--- src/nice_bus_pkg.sv ---
// host and memory bus payload types, imported by every block that touches a bus
package nice_bus_pkg;

   //////////////////////////////
   // widths
   //////////////////////////////

   // data and address width
   localparam int xlen_c = 32;

   // byte step between consecutive words
   localparam int word_bytes_c = 4;

   //////////////////////////////
   // host side
   //////////////////////////////

   // request from the host core, valid/ready handshake
   typedef struct packed {
      logic [xlen_c-1:0] inst;
      logic [xlen_c-1:0] rs1;
      // carried for completeness, no instruction reads it
      logic [xlen_c-1:0] rs2;
   } nice_req_t;

   // response back to the host core
   typedef struct packed {
      logic [xlen_c-1:0] rdat;
      logic              err;
   } nice_rsp_t;

   //////////////////////////////
   // memory side
   //////////////////////////////

   // memory command, one word per transfer
   typedef struct packed {
      logic [xlen_c-1:0] addr;
      // 1 for a read, 0 for a write
      logic              read;
      logic [xlen_c-1:0] wdata;
   } mem_cmd_t;

   // memory response, returned in command order
   typedef struct packed {
      logic [xlen_c-1:0] rdata;
      logic              err;
   } mem_rsp_t;

endpackage

--- src/nice_isa_pkg.sv ---
// custom3 instruction encodings and decoded-instruction types, imported by decode and execute
package nice_isa_pkg;

   //////////////////////////////
   // opcode and function fields
   //////////////////////////////

   // only the custom3 space is used, R-type format
   localparam logic [6:0] opc_custom3_c = 7'b1111011;

   // lbuf and sbuf share funct3, funct7 tells them apart
   localparam logic [2:0] funct3_lbuf_c   = 3'b010;
   localparam logic [2:0] funct3_rowsum_c = 3'b110;

   localparam logic [6:0] funct7_lbuf_c   = 7'b0000001;
   localparam logic [6:0] funct7_sbuf_c   = 7'b0000010;
   localparam logic [6:0] funct7_rowsum_c = 7'b0000110;

   //////////////////////////////
   // decoded operation
   //////////////////////////////

   // op_illegal covers every encoding outside the three above
   typedef enum logic [1:0] {
      op_lbuf    = 2'd0,
      op_sbuf    = 2'd1,
      op_rowsum  = 2'd2,
      op_illegal = 2'd3
   } nice_op_e;

   // decode result handed to the execute stage
   typedef struct packed {
      // operation selected from opcode, funct3, funct7
      nice_op_e    op;
      // rs1, first word address of the row
      logic [31:0] base;
   } nice_dec_t;

endpackage

--- src/nice_core.sv ---
// top level of the custom3 coprocessor, connected to a host core and a memory bus
module nice_core
   import nice_isa_pkg::*, nice_bus_pkg::*;
#(
   parameter int ROW_WORDS = 5
) (
   input  logic      nice_clk,
   input  logic      reset,
   // host request
   input  logic      req_valid,
   output logic      req_ready,
   input  nice_req_t req,
   // host response
   output logic      rsp_valid,
   input  logic      rsp_ready,
   output nice_rsp_t rsp,
   // memory command
   output logic      mem_cmd_valid,
   input  logic      mem_cmd_ready,
   output mem_cmd_t  mem_cmd,
   // memory response, always accepted
   input  logic      mem_rsp_valid,
   input  mem_rsp_t  mem_rsp
);

   localparam int IDX_W = $clog2(ROW_WORDS);

   // decode to execute
   nice_dec_t         dec;
   // execute to row buffer
   logic [IDX_W-1:0]  rd_idx;
   logic [xlen_c-1:0] rd_data;
   logic              wr_en;
   logic              wr_acc;
   logic [IDX_W-1:0]  wr_idx;
   logic [xlen_c-1:0] wr_data;
   // execute to result
   logic              word_strobe;
   logic [xlen_c-1:0] word_data;
   logic              word_err;
   logic              word_first;
   logic              word_last;
   logic              finish;
   nice_op_e          finish_op;
   logic              rsp_done;

   //////////////////////////////
   // decode
   //////////////////////////////

   nice_decode u_decode (.req(req), .dec(dec));

   //////////////////////////////
   // execute
   //////////////////////////////

   nice_exec_ctrl #(.ROW_WORDS(ROW_WORDS)) u_exec_ctrl (
      .nice_clk, .reset, .req_valid, .req_ready, .dec,
      .mem_cmd_valid, .mem_cmd_ready, .mem_cmd, .mem_rsp_valid, .mem_rsp,
      .rd_idx, .rd_data, .wr_en, .wr_acc, .wr_idx, .wr_data,
      .word_strobe, .word_data, .word_err, .word_first, .word_last,
      .finish, .finish_op, .rsp_done
   );

   nice_row_buf #(.ROW_WORDS(ROW_WORDS)) u_row_buf (
      .nice_clk, .reset, .rd_idx, .rd_data, .wr_en, .wr_acc, .wr_idx, .wr_data
   );

   //////////////////////////////
   // result
   //////////////////////////////

   nice_result u_result (
      .nice_clk, .reset, .word_strobe, .word_data, .word_err, .word_first,
      .word_last, .finish, .finish_op, .rsp_valid, .rsp_ready, .rsp, .rsp_done
   );

endmodule

--- src/nice_decode.sv ---
// combinational decode of the host instruction, instantiated once inside nice_core
module nice_decode
   import nice_isa_pkg::*, nice_bus_pkg::*;
(
   input  nice_req_t req,
   output nice_dec_t dec
);

   // R-type fields
   logic [6:0] opcode;
   logic [2:0] funct3;
   logic [6:0] funct7;

   assign opcode = req.inst[6:0];
   assign funct3 = req.inst[14:12];
   assign funct7 = req.inst[31:25];

   //////////////////////////////
   // operation select
   //////////////////////////////

   always_comb begin
      // rs1 is the row base address for every operation
      dec.base = req.rs1;
      // anything not matched below is rejected
      dec.op   = op_illegal;
      if (opcode == opc_custom3_c) begin
         if ((funct3 == funct3_lbuf_c) && (funct7 == funct7_lbuf_c)) begin
            dec.op = op_lbuf;
         end
         else if ((funct3 == funct3_lbuf_c) && (funct7 == funct7_sbuf_c)) begin
            // sbuf shares funct3 with lbuf
            dec.op = op_sbuf;
         end
         else if ((funct3 == funct3_rowsum_c) && (funct7 == funct7_rowsum_c)) begin
            dec.op = op_rowsum;
         end
      end
   end

endmodule

--- src/nice_exec_ctrl.sv ---
// execute control: FSM, memory command/response counters and row-buffer writes, used in nice_core
module nice_exec_ctrl
   import nice_isa_pkg::*, nice_bus_pkg::*;
#(
   parameter  int ROW_WORDS = 5,
   localparam int IDX_W     = $clog2(ROW_WORDS),
   localparam int CNT_W     = $clog2(ROW_WORDS + 1)
) (
   input  logic              nice_clk,
   input  logic              reset,
   // host request side
   input  logic              req_valid,
   output logic              req_ready,
   input  nice_dec_t         dec,
   // memory bus
   output logic              mem_cmd_valid,
   input  logic              mem_cmd_ready,
   output mem_cmd_t          mem_cmd,
   input  logic              mem_rsp_valid,
   input  mem_rsp_t          mem_rsp,
   // row buffer ports
   output logic [IDX_W-1:0]  rd_idx,
   input  logic [xlen_c-1:0] rd_data,
   output logic              wr_en,
   output logic              wr_acc,
   output logic [IDX_W-1:0]  wr_idx,
   output logic [xlen_c-1:0] wr_data,
   // result stage
   output logic              word_strobe,
   output logic [xlen_c-1:0] word_data,
   output logic              word_err,
   output logic              word_first,
   output logic              word_last,
   output logic              finish,
   output nice_op_e          finish_op,
   input  logic              rsp_done
);

   typedef enum logic [2:0] {
      st_idle, st_lbuf, st_sbuf, st_rowsum, st_wait_rsp
   } state_e;

   state_e            state_r;
   state_e            state_nxt;
   logic [CNT_W-1:0]  cmd_cnt_r;
   logic [IDX_W-1:0]  rsp_cnt_r;
   logic [xlen_c-1:0] addr_r;
   logic              st_is_idle;
   logic              st_is_busy;
   logic              dec_legal;
   logic              req_hsk;
   logic              cmd_hsk;
   logic              rsp_hsk;
   logic              rsp_last;

   assign st_is_idle = (state_r == st_idle);
   assign st_is_busy = (state_r == st_lbuf) || (state_r == st_sbuf) || (state_r == st_rowsum);
   assign dec_legal  = (dec.op != op_illegal);

   //////////////////////////////
   // handshakes
   //////////////////////////////

   // legal ops issue the first command together with the request
   assign req_ready = st_is_idle & (~dec_legal | mem_cmd_ready);
   assign req_hsk   = req_valid & req_ready;
   assign cmd_hsk   = mem_cmd_valid & mem_cmd_ready;
   // memory responses are always taken
   assign rsp_hsk   = st_is_busy & mem_rsp_valid;
   assign rsp_last  = rsp_hsk & (rsp_cnt_r == IDX_W'(ROW_WORDS - 1));

   //////////////////////////////
   // FSM
   //////////////////////////////

   always_comb begin
      state_nxt = state_r;
      case (state_r)
         st_idle: begin
            if (req_hsk) begin
               case (dec.op)
                  op_lbuf:   state_nxt = st_lbuf;
                  op_sbuf:   state_nxt = st_sbuf;
                  op_rowsum: state_nxt = st_rowsum;
                  default:   state_nxt = st_wait_rsp;
               endcase
            end
         end
         st_lbuf, st_sbuf, st_rowsum: begin
            if (rsp_last) state_nxt = st_wait_rsp;
         end
         default: begin
            // hold until the host takes the response
            if (rsp_done) state_nxt = st_idle;
         end
      endcase
   end

   always_ff @(posedge nice_clk) begin
      if (reset) state_r <= st_idle;
      else state_r <= state_nxt;
   end

   // counters come back to zero at the last response
   always_ff @(posedge nice_clk) begin
      if (reset) begin
         cmd_cnt_r <= '0;
         rsp_cnt_r <= '0;
      end
      else begin
         if (req_hsk & dec_legal) cmd_cnt_r <= CNT_W'(1);
         else if (rsp_last) cmd_cnt_r <= '0;
         else if (cmd_hsk) cmd_cnt_r <= cmd_cnt_r + 1'b1;
         if (rsp_last) rsp_cnt_r <= '0;
         else if (rsp_hsk) rsp_cnt_r <= rsp_cnt_r + 1'b1;
      end
   end

   // next word address, stepped on every command transfer
   always_ff @(posedge nice_clk) begin
      if (cmd_hsk) addr_r <= mem_cmd.addr + xlen_c'(word_bytes_c);
   end

   //////////////////////////////
   // memory command
   //////////////////////////////

   assign mem_cmd_valid = st_is_idle ? (req_valid & dec_legal)
                                     : (st_is_busy & (cmd_cnt_r < CNT_W'(ROW_WORDS)));
   assign mem_cmd.addr  = st_is_idle ? dec.base : addr_r;
   assign mem_cmd.read  = st_is_idle ? (dec.op != op_sbuf) : (state_r != st_sbuf);
   // sbuf data from the row buffer, zero on reads
   assign rd_idx        = cmd_cnt_r[IDX_W-1:0];
   assign mem_cmd.wdata = mem_cmd.read ? '0 : rd_data;

   // lbuf overwrites, rowsum adds in, sbuf leaves the row alone
   assign wr_en   = rsp_hsk & (state_r != st_sbuf);
   assign wr_acc  = (state_r == st_rowsum);
   assign wr_idx  = rsp_cnt_r;
   assign wr_data = mem_rsp.rdata;

   //////////////////////////////
   // result stage feed
   //////////////////////////////

   assign word_strobe = rsp_hsk;
   assign word_data   = mem_rsp.rdata;
   assign word_err    = mem_rsp.err;
   assign word_first  = (rsp_cnt_r == '0);
   assign word_last   = (rsp_cnt_r == IDX_W'(ROW_WORDS - 1));

   // rowsum answers from the accumulator, not from finish
   assign finish = (req_hsk & ~dec_legal) | (rsp_last & (state_r != st_rowsum));

   always_comb begin
      case (state_r)
         st_lbuf: finish_op = op_lbuf;
         st_sbuf: finish_op = op_sbuf;
         default: finish_op = op_illegal;
      endcase
   end

endmodule

--- src/nice_result.sv ---
// result stage: receive buffer, rowsum accumulator, sticky error and host response register
module nice_result
   import nice_isa_pkg::*, nice_bus_pkg::*;
(
   input  logic              nice_clk,
   input  logic              reset,
   // per-word feed from execute
   input  logic              word_strobe,
   input  logic [xlen_c-1:0] word_data,
   input  logic              word_err,
   input  logic              word_first,
   input  logic              word_last,
   input  logic              finish,
   input  nice_op_e          finish_op,
   // host response
   output logic              rsp_valid,
   input  logic              rsp_ready,
   output nice_rsp_t         rsp,
   output logic              rsp_done
);

   logic              rcv_valid_r;
   logic              rcv_first_r;
   logic              rcv_last_r;
   logic [xlen_c-1:0] rcv_data_r;
   logic [xlen_c-1:0] acc_r;
   logic [xlen_c-1:0] acc_nxt;
   logic              err_r;
   logic              err_now;
   logic              rcv_fin;

   //////////////////////////////
   // receive buffer
   //////////////////////////////

   // lbuf/sbuf close with finish on the last word, so only rowsum marks it
   always_ff @(posedge nice_clk) begin
      if (reset) begin
         rcv_valid_r <= 1'b0;
         rcv_first_r <= 1'b0;
         rcv_last_r  <= 1'b0;
      end
      else begin
         rcv_valid_r <= word_strobe;
         rcv_first_r <= word_first;
         rcv_last_r  <= word_last & ~finish;
      end
   end

   always_ff @(posedge nice_clk) begin
      if (word_strobe) rcv_data_r <= word_data;
   end

   // first word loads, the rest add
   assign acc_nxt = rcv_first_r ? rcv_data_r : (acc_r + rcv_data_r);
   assign rcv_fin = rcv_valid_r & rcv_last_r;

   always_ff @(posedge nice_clk) begin
      if (rcv_valid_r) acc_r <= acc_nxt;
   end

   //////////////////////////////
   // sticky error
   //////////////////////////////

   // error of this instruction including the word arriving now
   assign err_now = word_strobe & (word_first ? word_err : (err_r | word_err))
                    | ~word_strobe & err_r;

   always_ff @(posedge nice_clk) begin
      if (reset) err_r <= 1'b0;
      else if (word_strobe) err_r <= word_first ? word_err : (err_r | word_err);
   end

   //////////////////////////////
   // response register
   //////////////////////////////

   assign rsp_done = rsp_valid & rsp_ready;

   always_ff @(posedge nice_clk) begin
      if (reset) rsp_valid <= 1'b0;
      else if (finish | rcv_fin) rsp_valid <= 1'b1;
      else if (rsp_done) rsp_valid <= 1'b0;
   end

   // payload held under back-pressure, only loads at the end of an op
   always_ff @(posedge nice_clk) begin
      if (finish) begin
         rsp.rdat <= '0;
         rsp.err  <= (finish_op == op_illegal) | err_now;
      end
      else if (rcv_fin) begin
         rsp.rdat <= acc_nxt;
         rsp.err  <= err_r;
      end
   end

endmodule

--- src/nice_row_buf.sv ---
// row buffer register file with one read port and an overwrite-or-add write port, used in nice_core
module nice_row_buf
   import nice_bus_pkg::*;
#(
   parameter  int ROW_WORDS = 5,
   localparam int IDX_W     = $clog2(ROW_WORDS)
) (
   input  logic              nice_clk,
   input  logic              reset,
   // same-cycle read port
   input  logic [IDX_W-1:0]  rd_idx,
   output logic [xlen_c-1:0] rd_data,
   // write port takes effect at the next edge
   input  logic              wr_en,
   input  logic              wr_acc,
   input  logic [IDX_W-1:0]  wr_idx,
   input  logic [xlen_c-1:0] wr_data
);

   logic [xlen_c-1:0] rows_r [ROW_WORDS];

   //////////////////////////////
   // write port
   //////////////////////////////

   // accumulate wraps modulo 2^32
   always_ff @(posedge nice_clk) begin
      if (reset) begin
         for (int i = 0; i < ROW_WORDS; i++) begin
            rows_r[i] <= '0;
         end
      end
      else if (wr_en) begin
         if (wr_acc) rows_r[wr_idx] <= rows_r[wr_idx] + wr_data;
         else rows_r[wr_idx] <= wr_data;
      end
   end

   //////////////////////////////
   // read port
   //////////////////////////////

   // indexes past the row read as zero
   always_comb begin
      if (int'(rd_idx) < ROW_WORDS) rd_data = rows_r[rd_idx];
      else rd_data = '0;
   end

endmodule

--- config.mk ---
export PLATFORM = sky130hd
export DESIGN_NAME = nice_core
export DESIGN_NICKNAME = d
export VERILOG_FILES = /design/src/nice_bus_pkg.sv /design/src/nice_isa_pkg.sv /design/src/nice_core.sv /design/src/nice_decode.sv /design/src/nice_exec_ctrl.sv /design/src/nice_result.sv /design/src/nice_row_buf.sv
export SDC_FILE = /design/constraint.sdc
export NUM_CORES = 1
export LEC_CHECK = 0
export BUFFER_PORTS_ARGS = -buffer_cell sky130_fd_sc_hd__buf_4
export CORE_UTILIZATION = 50
export CTS_BUF_LIST = sky130_fd_sc_hd__clkbuf_4
export CTS_CLUSTER_SIZE = 10
export DETAILED_ROUTE_END_ITERATION = 7
export PLACE_DENSITY = 0.81
export SYNTH_ARGS = -nofsm -noshare
export SYNTH_HDL_FRONTEND = slang
export SYNTH_SLANG_ARGS = --single-unit
--- constraint.sdc ---
create_clock -name nice_clk -period 5.89 [get_ports nice_clk]
set_input_delay 1.178 -clock nice_clk [delete_from_list [all_inputs] [get_ports nice_clk]]
set_output_delay 1.178 -clock nice_clk [all_outputs]
set_load 0.02 [all_outputs]
# Word level (Yosys, flattened, before mapping)
# Memories as Yosys holds them, arrays and structs flattened. A register that Yosys moved wholly into a read port is not among the register bits.
# Index checks and enable logic that the tools add are counted.
[word_totals] ff_bits=143 mem_bits_rw=160 out_inout_bits=101 elab_cells=124 mem_count=1
[mem_list] name="u_row_buf.rows_r" words=5 width=32 read_ports=2 rd_clocked_by_memory_dff=1 wr=5 line="nice_row_buf.sv:20" rtl="logic [xlen_c-1:0] rows_r [ROW_WORDS];"
[classes] add_sub_neg=5 n_lt_le_gt_ge=2 n_eq_ne=19 muxes=40 bitwise_logic=26 reduce_logical=17
[op_table] cell="32-bit two-way mux" count=6
[op_table] cell="32-bit adder" count=2
[op_table] cell="32-bit by 3-bit adder with 32-bit output, second input constant" count=1
[op_table] cell="32-bit OR reduction" count=1
[op_table] cell="1-bit two-way mux" count=22
[op_table] cell="3-bit two-way mux" count=6
[op_table] cell="1-bit bitwise AND" count=16
[op_table] cell="3-bit by 2-bit equality test with 1-bit output, second input constant" count=3
[op_table] cell="3-bit one-hot mux with 3 select lines" count=1
[op_table] cell="7-bit by 1-bit equality test with 1-bit output, second input constant" count=1
[op_table] cell="7-bit by 2-bit equality test with 1-bit output, second input constant" count=1
[op_table] cell="7-bit by 3-bit equality test with 1-bit output, second input constant" count=1
[op_table] cell="7-bit equality test, second input constant" count=1
[op_table] cell="1-bit bitwise OR" count=7
[op_table] cell="3-bit by 1-bit adder with 3-bit output, second input constant" count=2
[op_table] cell="3-bit equality test, second input constant" count=2
[op_table] cell="3-bit zero test" count=2
[op_table] cell="3-bit less-than comparator, second input constant" count=2
[op_table] cell="2-bit two-way mux" count=3
[op_table] cell="3-bit by 2-bit inequality test with 1-bit output, second input constant" count=2
[op_table] cell="3-bit one-hot mux with 2 select lines" count=1
[op_table] cell="3-bit nonzero test" count=2
[op_table] cell="3-bit OR reduction" count=2
[op_table] cell="2-bit equality test, second input constant" count=2
[op_table] cell="12 further kinds" count=20

# Logic depth before layout (Yosys ltp)
[logic_depth] depth_word=15 mapped_depth=16 depth_no_buf=14

# Cells and area by module
# A second synthesis with hierarchy kept.
[hier_totals] hier_cells=2140 area_unflattened_um2=22504.1
[by_module_without_submodules] module="nice_row_buf" n_inst=1 cells_per_inst=1208 area_per_inst_um2=13406.6
[by_module_without_submodules] module="nice_result" n_inst=1 cells_per_inst=456 area_per_inst_um2=5122.4
[by_module_without_submodules] module="nice_exec_ctrl" n_inst=1 cells_per_inst=433 area_per_inst_um2=3636.0
[by_module_without_submodules] module="nice_decode" n_inst=1 cells_per_inst=43 area_per_inst_um2=339.1

# Worst setup path after synthesis
# Ideal clock, no wire load.
[synth_timing] path_kind="register -> register" start="register (tool-made name)" end="memory u_row_buf.rows_r[5][26] (data pin)" setup_ps=271 arrival_time_ps=4302 path_slack_ps=1317 stages_incl_launch_ff=17 n_path_buf=2 synth_period_minus_slack_ps=4573 path_cell_list="dfxtp_1 -> clkbuf_1 -> buf_1 -> mux4_2 -> mux2_2 -> ha_1 -> fa_1 -> a21oi_1 -> o21ai_1 -> a311oi_2 -> o21ai_1 -> a31oi_1 -> nand2b_1 -> nand2b_1 -> xor2_1 -> mux2i_2 -> inv_1"
[synth_lines] item="end: declaration" line="nice_row_buf.sv:20"

==> impl_metrics.ini <==
[clock_tree]
cts_tree = built
cts_resized = 0
cts_max_path_buffers = 3
htreeDepth = 3
clock_latency_ps = 870
root_buffer = clkbuf_4
cts_buffers = 104
clk_pin_slew_worst_paths_ps = 70
post_cts_buffers = 0
hold_buffers = 0
cts.sink_count = 402

[placed_design]
io_buffers = 188
finalWeightedCongestion = 0.886
place_ws_ps = 983
place_hpwl_um = 37800

[sta]
maxSlewHeadroom_pct = 14.9
slew_viol_final = 0
fin_crit_sh_pct = 83.4
setup_ws_ps = 975
fin_skew_ps = 110
setup_viol_count_final = 0
worst_slew_pin_slew_ps = 1280
max_freq_mhz = 203
setup_tns_ps = 0
rsz0062_at_grt = no
finalHoldViolCount = 0
period_needed_ps = 4910
timing.hold.ws_ps = 482

[final_layout]
seq_area_um2 = 11600
finalNetCount = 2179
utilization_pct = 58.9
multiInputGateArea_um2 = 9780
syn_to_final_growth_pct = 15.9
final_common_cell = edfxtp_1
layout-drive-gt1-share_pct = 28.3
final_cell_mix = 353 x edfxtp_1, 241 x nor2_1, 213 x buf_4
n_fill_cell = 3435

[critical_path]
path_max_fanout = 21
critPathRequiredTime_ps = 6420
crit_path_end_kind = flop
crit_arrival_ps = 5440
critPathKind = flop to flop
critPathLaunchType = flop

[grt]
globalRouteTotalUtil_pct = 26.2
grt_use_met3_pct = 6.45
busiest_layer = met2
grt_pass1_vias = 16143
grt_max_degree = 67
use_met1_pct = 33.0
grt_overflow = 0
grt_pass1_wl_um = 88500
antenna_found_initial = 4
grt.met2_usage_pct = 42.6

[detailed_routing]
wl_per_cell_um = 22.0
dr.first_iter.drc_count = 1610
drc = 0
detail-route-antenna-nets = 0
vias = 15963
wirelength_um = 58400
vias_per_cell = 6.02
firstDrtPassIters = 6

[logic_synthesis]
ys.warnings.count = 0
syn-num-nets = 1952
ys_seq_elements = 402
ys.flop_type = edfxtp_1
syn_avg_cell_area_um2 = 12.6
async_flop_share_pct = 0
synthDistinctLibCells = 74
ys_seq_area_share_pct = 52.8
synth_edf_count = 353
synthCells = 1746
synth.cell_area_um2 = 21900

[floorplan]
rows = 76
die-area_um2 = 44700
die_height_um = 212
die_x_um = 212
pin_count = 236
design.core.area_um2 = 43200
initial_core_util_pct = 50.8

[flow_run]
maxCapViolCount = 0

[power]
power.total_w = 0.00635
powerDensity_nw_per_um2 = 249
total_leakage_power_nw = 9.67
vdd_drop_max_mv = 0.157

[worst_hold_path]
holdCritPathClass = flop to flop

[status]
status = finished clean
## cells in the mapped netlist, types with 3 or more instances
master | instances | area share, %
nand3b_1 | 4 | 0.14
or3_1 | 3 | 0.086
and3_1 | 5 | 0.14
xor2_1 | 28 | 1.1
o211ai_1 | 3 | 0.10
nor2_1 | 243 | 4.2
o21a_1 | 10 | 0.34
ha_1 | 69 | 3.9
mux4_2 | 128 | 13
o21ai_2 | 3 | 0.12
and2_1 | 6 | 0.17
nor3_1 | 27 | 0.62
nand2b_1 | 15 | 0.43
nor2b_1 | 10 | 0.29
nand4_1 | 14 | 0.40
a41oi_1 | 3 | 0.12
o21ai_1 | 28 | 0.64
a21oi_1 | 66 | 1.5
a22o_1 | 28 | 1.1
clkbuf_1 | 70 | 1.2
a211oi_1 | 16 | 0.55
nor3b_1 | 5 | 0.17
inv_1 | 68 | 1.2
o31ai_1 | 4 | 0.14
mux2i_1 | 63 | 2.9
nand3_1 | 28 | 0.64
edfxtp_1 | 353 | 48
a21o_1 | 29 | 0.99
buf_2 | 3 | 0.068
a22oi_1 | 3 | 0.10
mux2_2 | 36 | 1.8
dfxtp_1 | 49 | 4.5
nand2_1 | 133 | 2.3
buf_1 | 20 | 0.34
xnor2_1 | 61 | 2.4
o21ai_0 | 47 | 1.1
a31oi_1 | 8 | 0.23
o21bai_1 | 9 | 0.31
## registers in the layout, indices dropped and copies added (netlist names), 3 cells and up, named ones only
name	cells
u_row_buf.rows_r	256
u_result.rsp	33
u_exec_ctrl.addr_r	32
u_result.acc_r	32
u_result.rcv_data_r	32
u_exec_ctrl.rd_idx	3
u_exec_ctrl.state_r	3
u_exec_ctrl.wr_idx	3
## metrics by stage
step	cell area, um^2	std cells
after global placement	24000	2452
after floorplan	21900	1746
after global routing	25400	2650
after detailed placement	24000	2452
after CTS	25400	2647
final	25400	2650
## report_power, final
group / total (W) / switching (W) / leakage, nW / internal, W
clock network: 0.00251 / 0.00121 / 0.819 / 0.00130
registers: 0.00319 / 0.0000301 / 3.76 / 0.00316
logic: 0.000642 / 0.000395 / 5.09 / 0.000247
## routing by layer
metal / vias up / part of all wire [%]
met5: - / 0
li1: 7111 / -
met2: 868 / 48
met1: 7803 / 37
met3: 181 / 11
met4: 0 / 3.6
## area by class of cell
cell class / count / area share, %
Clock inverter: 40 / 0.910
Tap cell: 585 / 2.88
Antenna cell: 3 / 0.0295
Inverter: 68 / 1.00
Timing Repair Buffer: 217 / 6.60
Clock buffer: 155 / 4.57
Multi-Input combinational cell: 1180 / 38.4
Sequential cell: 402 / 45.6
## cells by family (layout without fill, tap and decap cells)
kind of cell	after synthesis	after routing	share of synthesized area, %
adder cells (fa/ha/maj)	71	71	4.12
buffers and inverters	164	480	2.89
XOR/XNOR	90	90	3.63
AO/OA/AOI/OAI	279	279	8.39
other	0	3	0
multiplexers	229	229	18.0
AND/OR/NAND/NOR	511	511	10.2
flip-flops	402	402	52.8
## final timing paths
check                   from                 endpoint  slack, ps  cells after the start
max                     flop  u_row_buf.rows_r[2][26]        980                     14
min          u_result.rsp[3]          u_result.rsp[3]        480                      1
max reg2reg             flop  u_row_buf.rows_r[2][26]        980                     14
min reg2reg  u_result.rsp[3]          u_result.rsp[3]        480                      1
## worst max-delay path, cell delays in order, from the launching register on
cell	delay (ps)
dfxtp_4	650
mux4_2	570
mux2_2	290
ha_1	240
fa_1	430
a21oi_1	240
o21ai_1	210
a311oi_2	410
o21ai_1	220
a31oi_1	410
nand2b_1	180
nand2b_1	70
xor2_1	160
mux2i_2	390
nor2_1	110
Note: power is estimated with default switching activity, not from simulation.
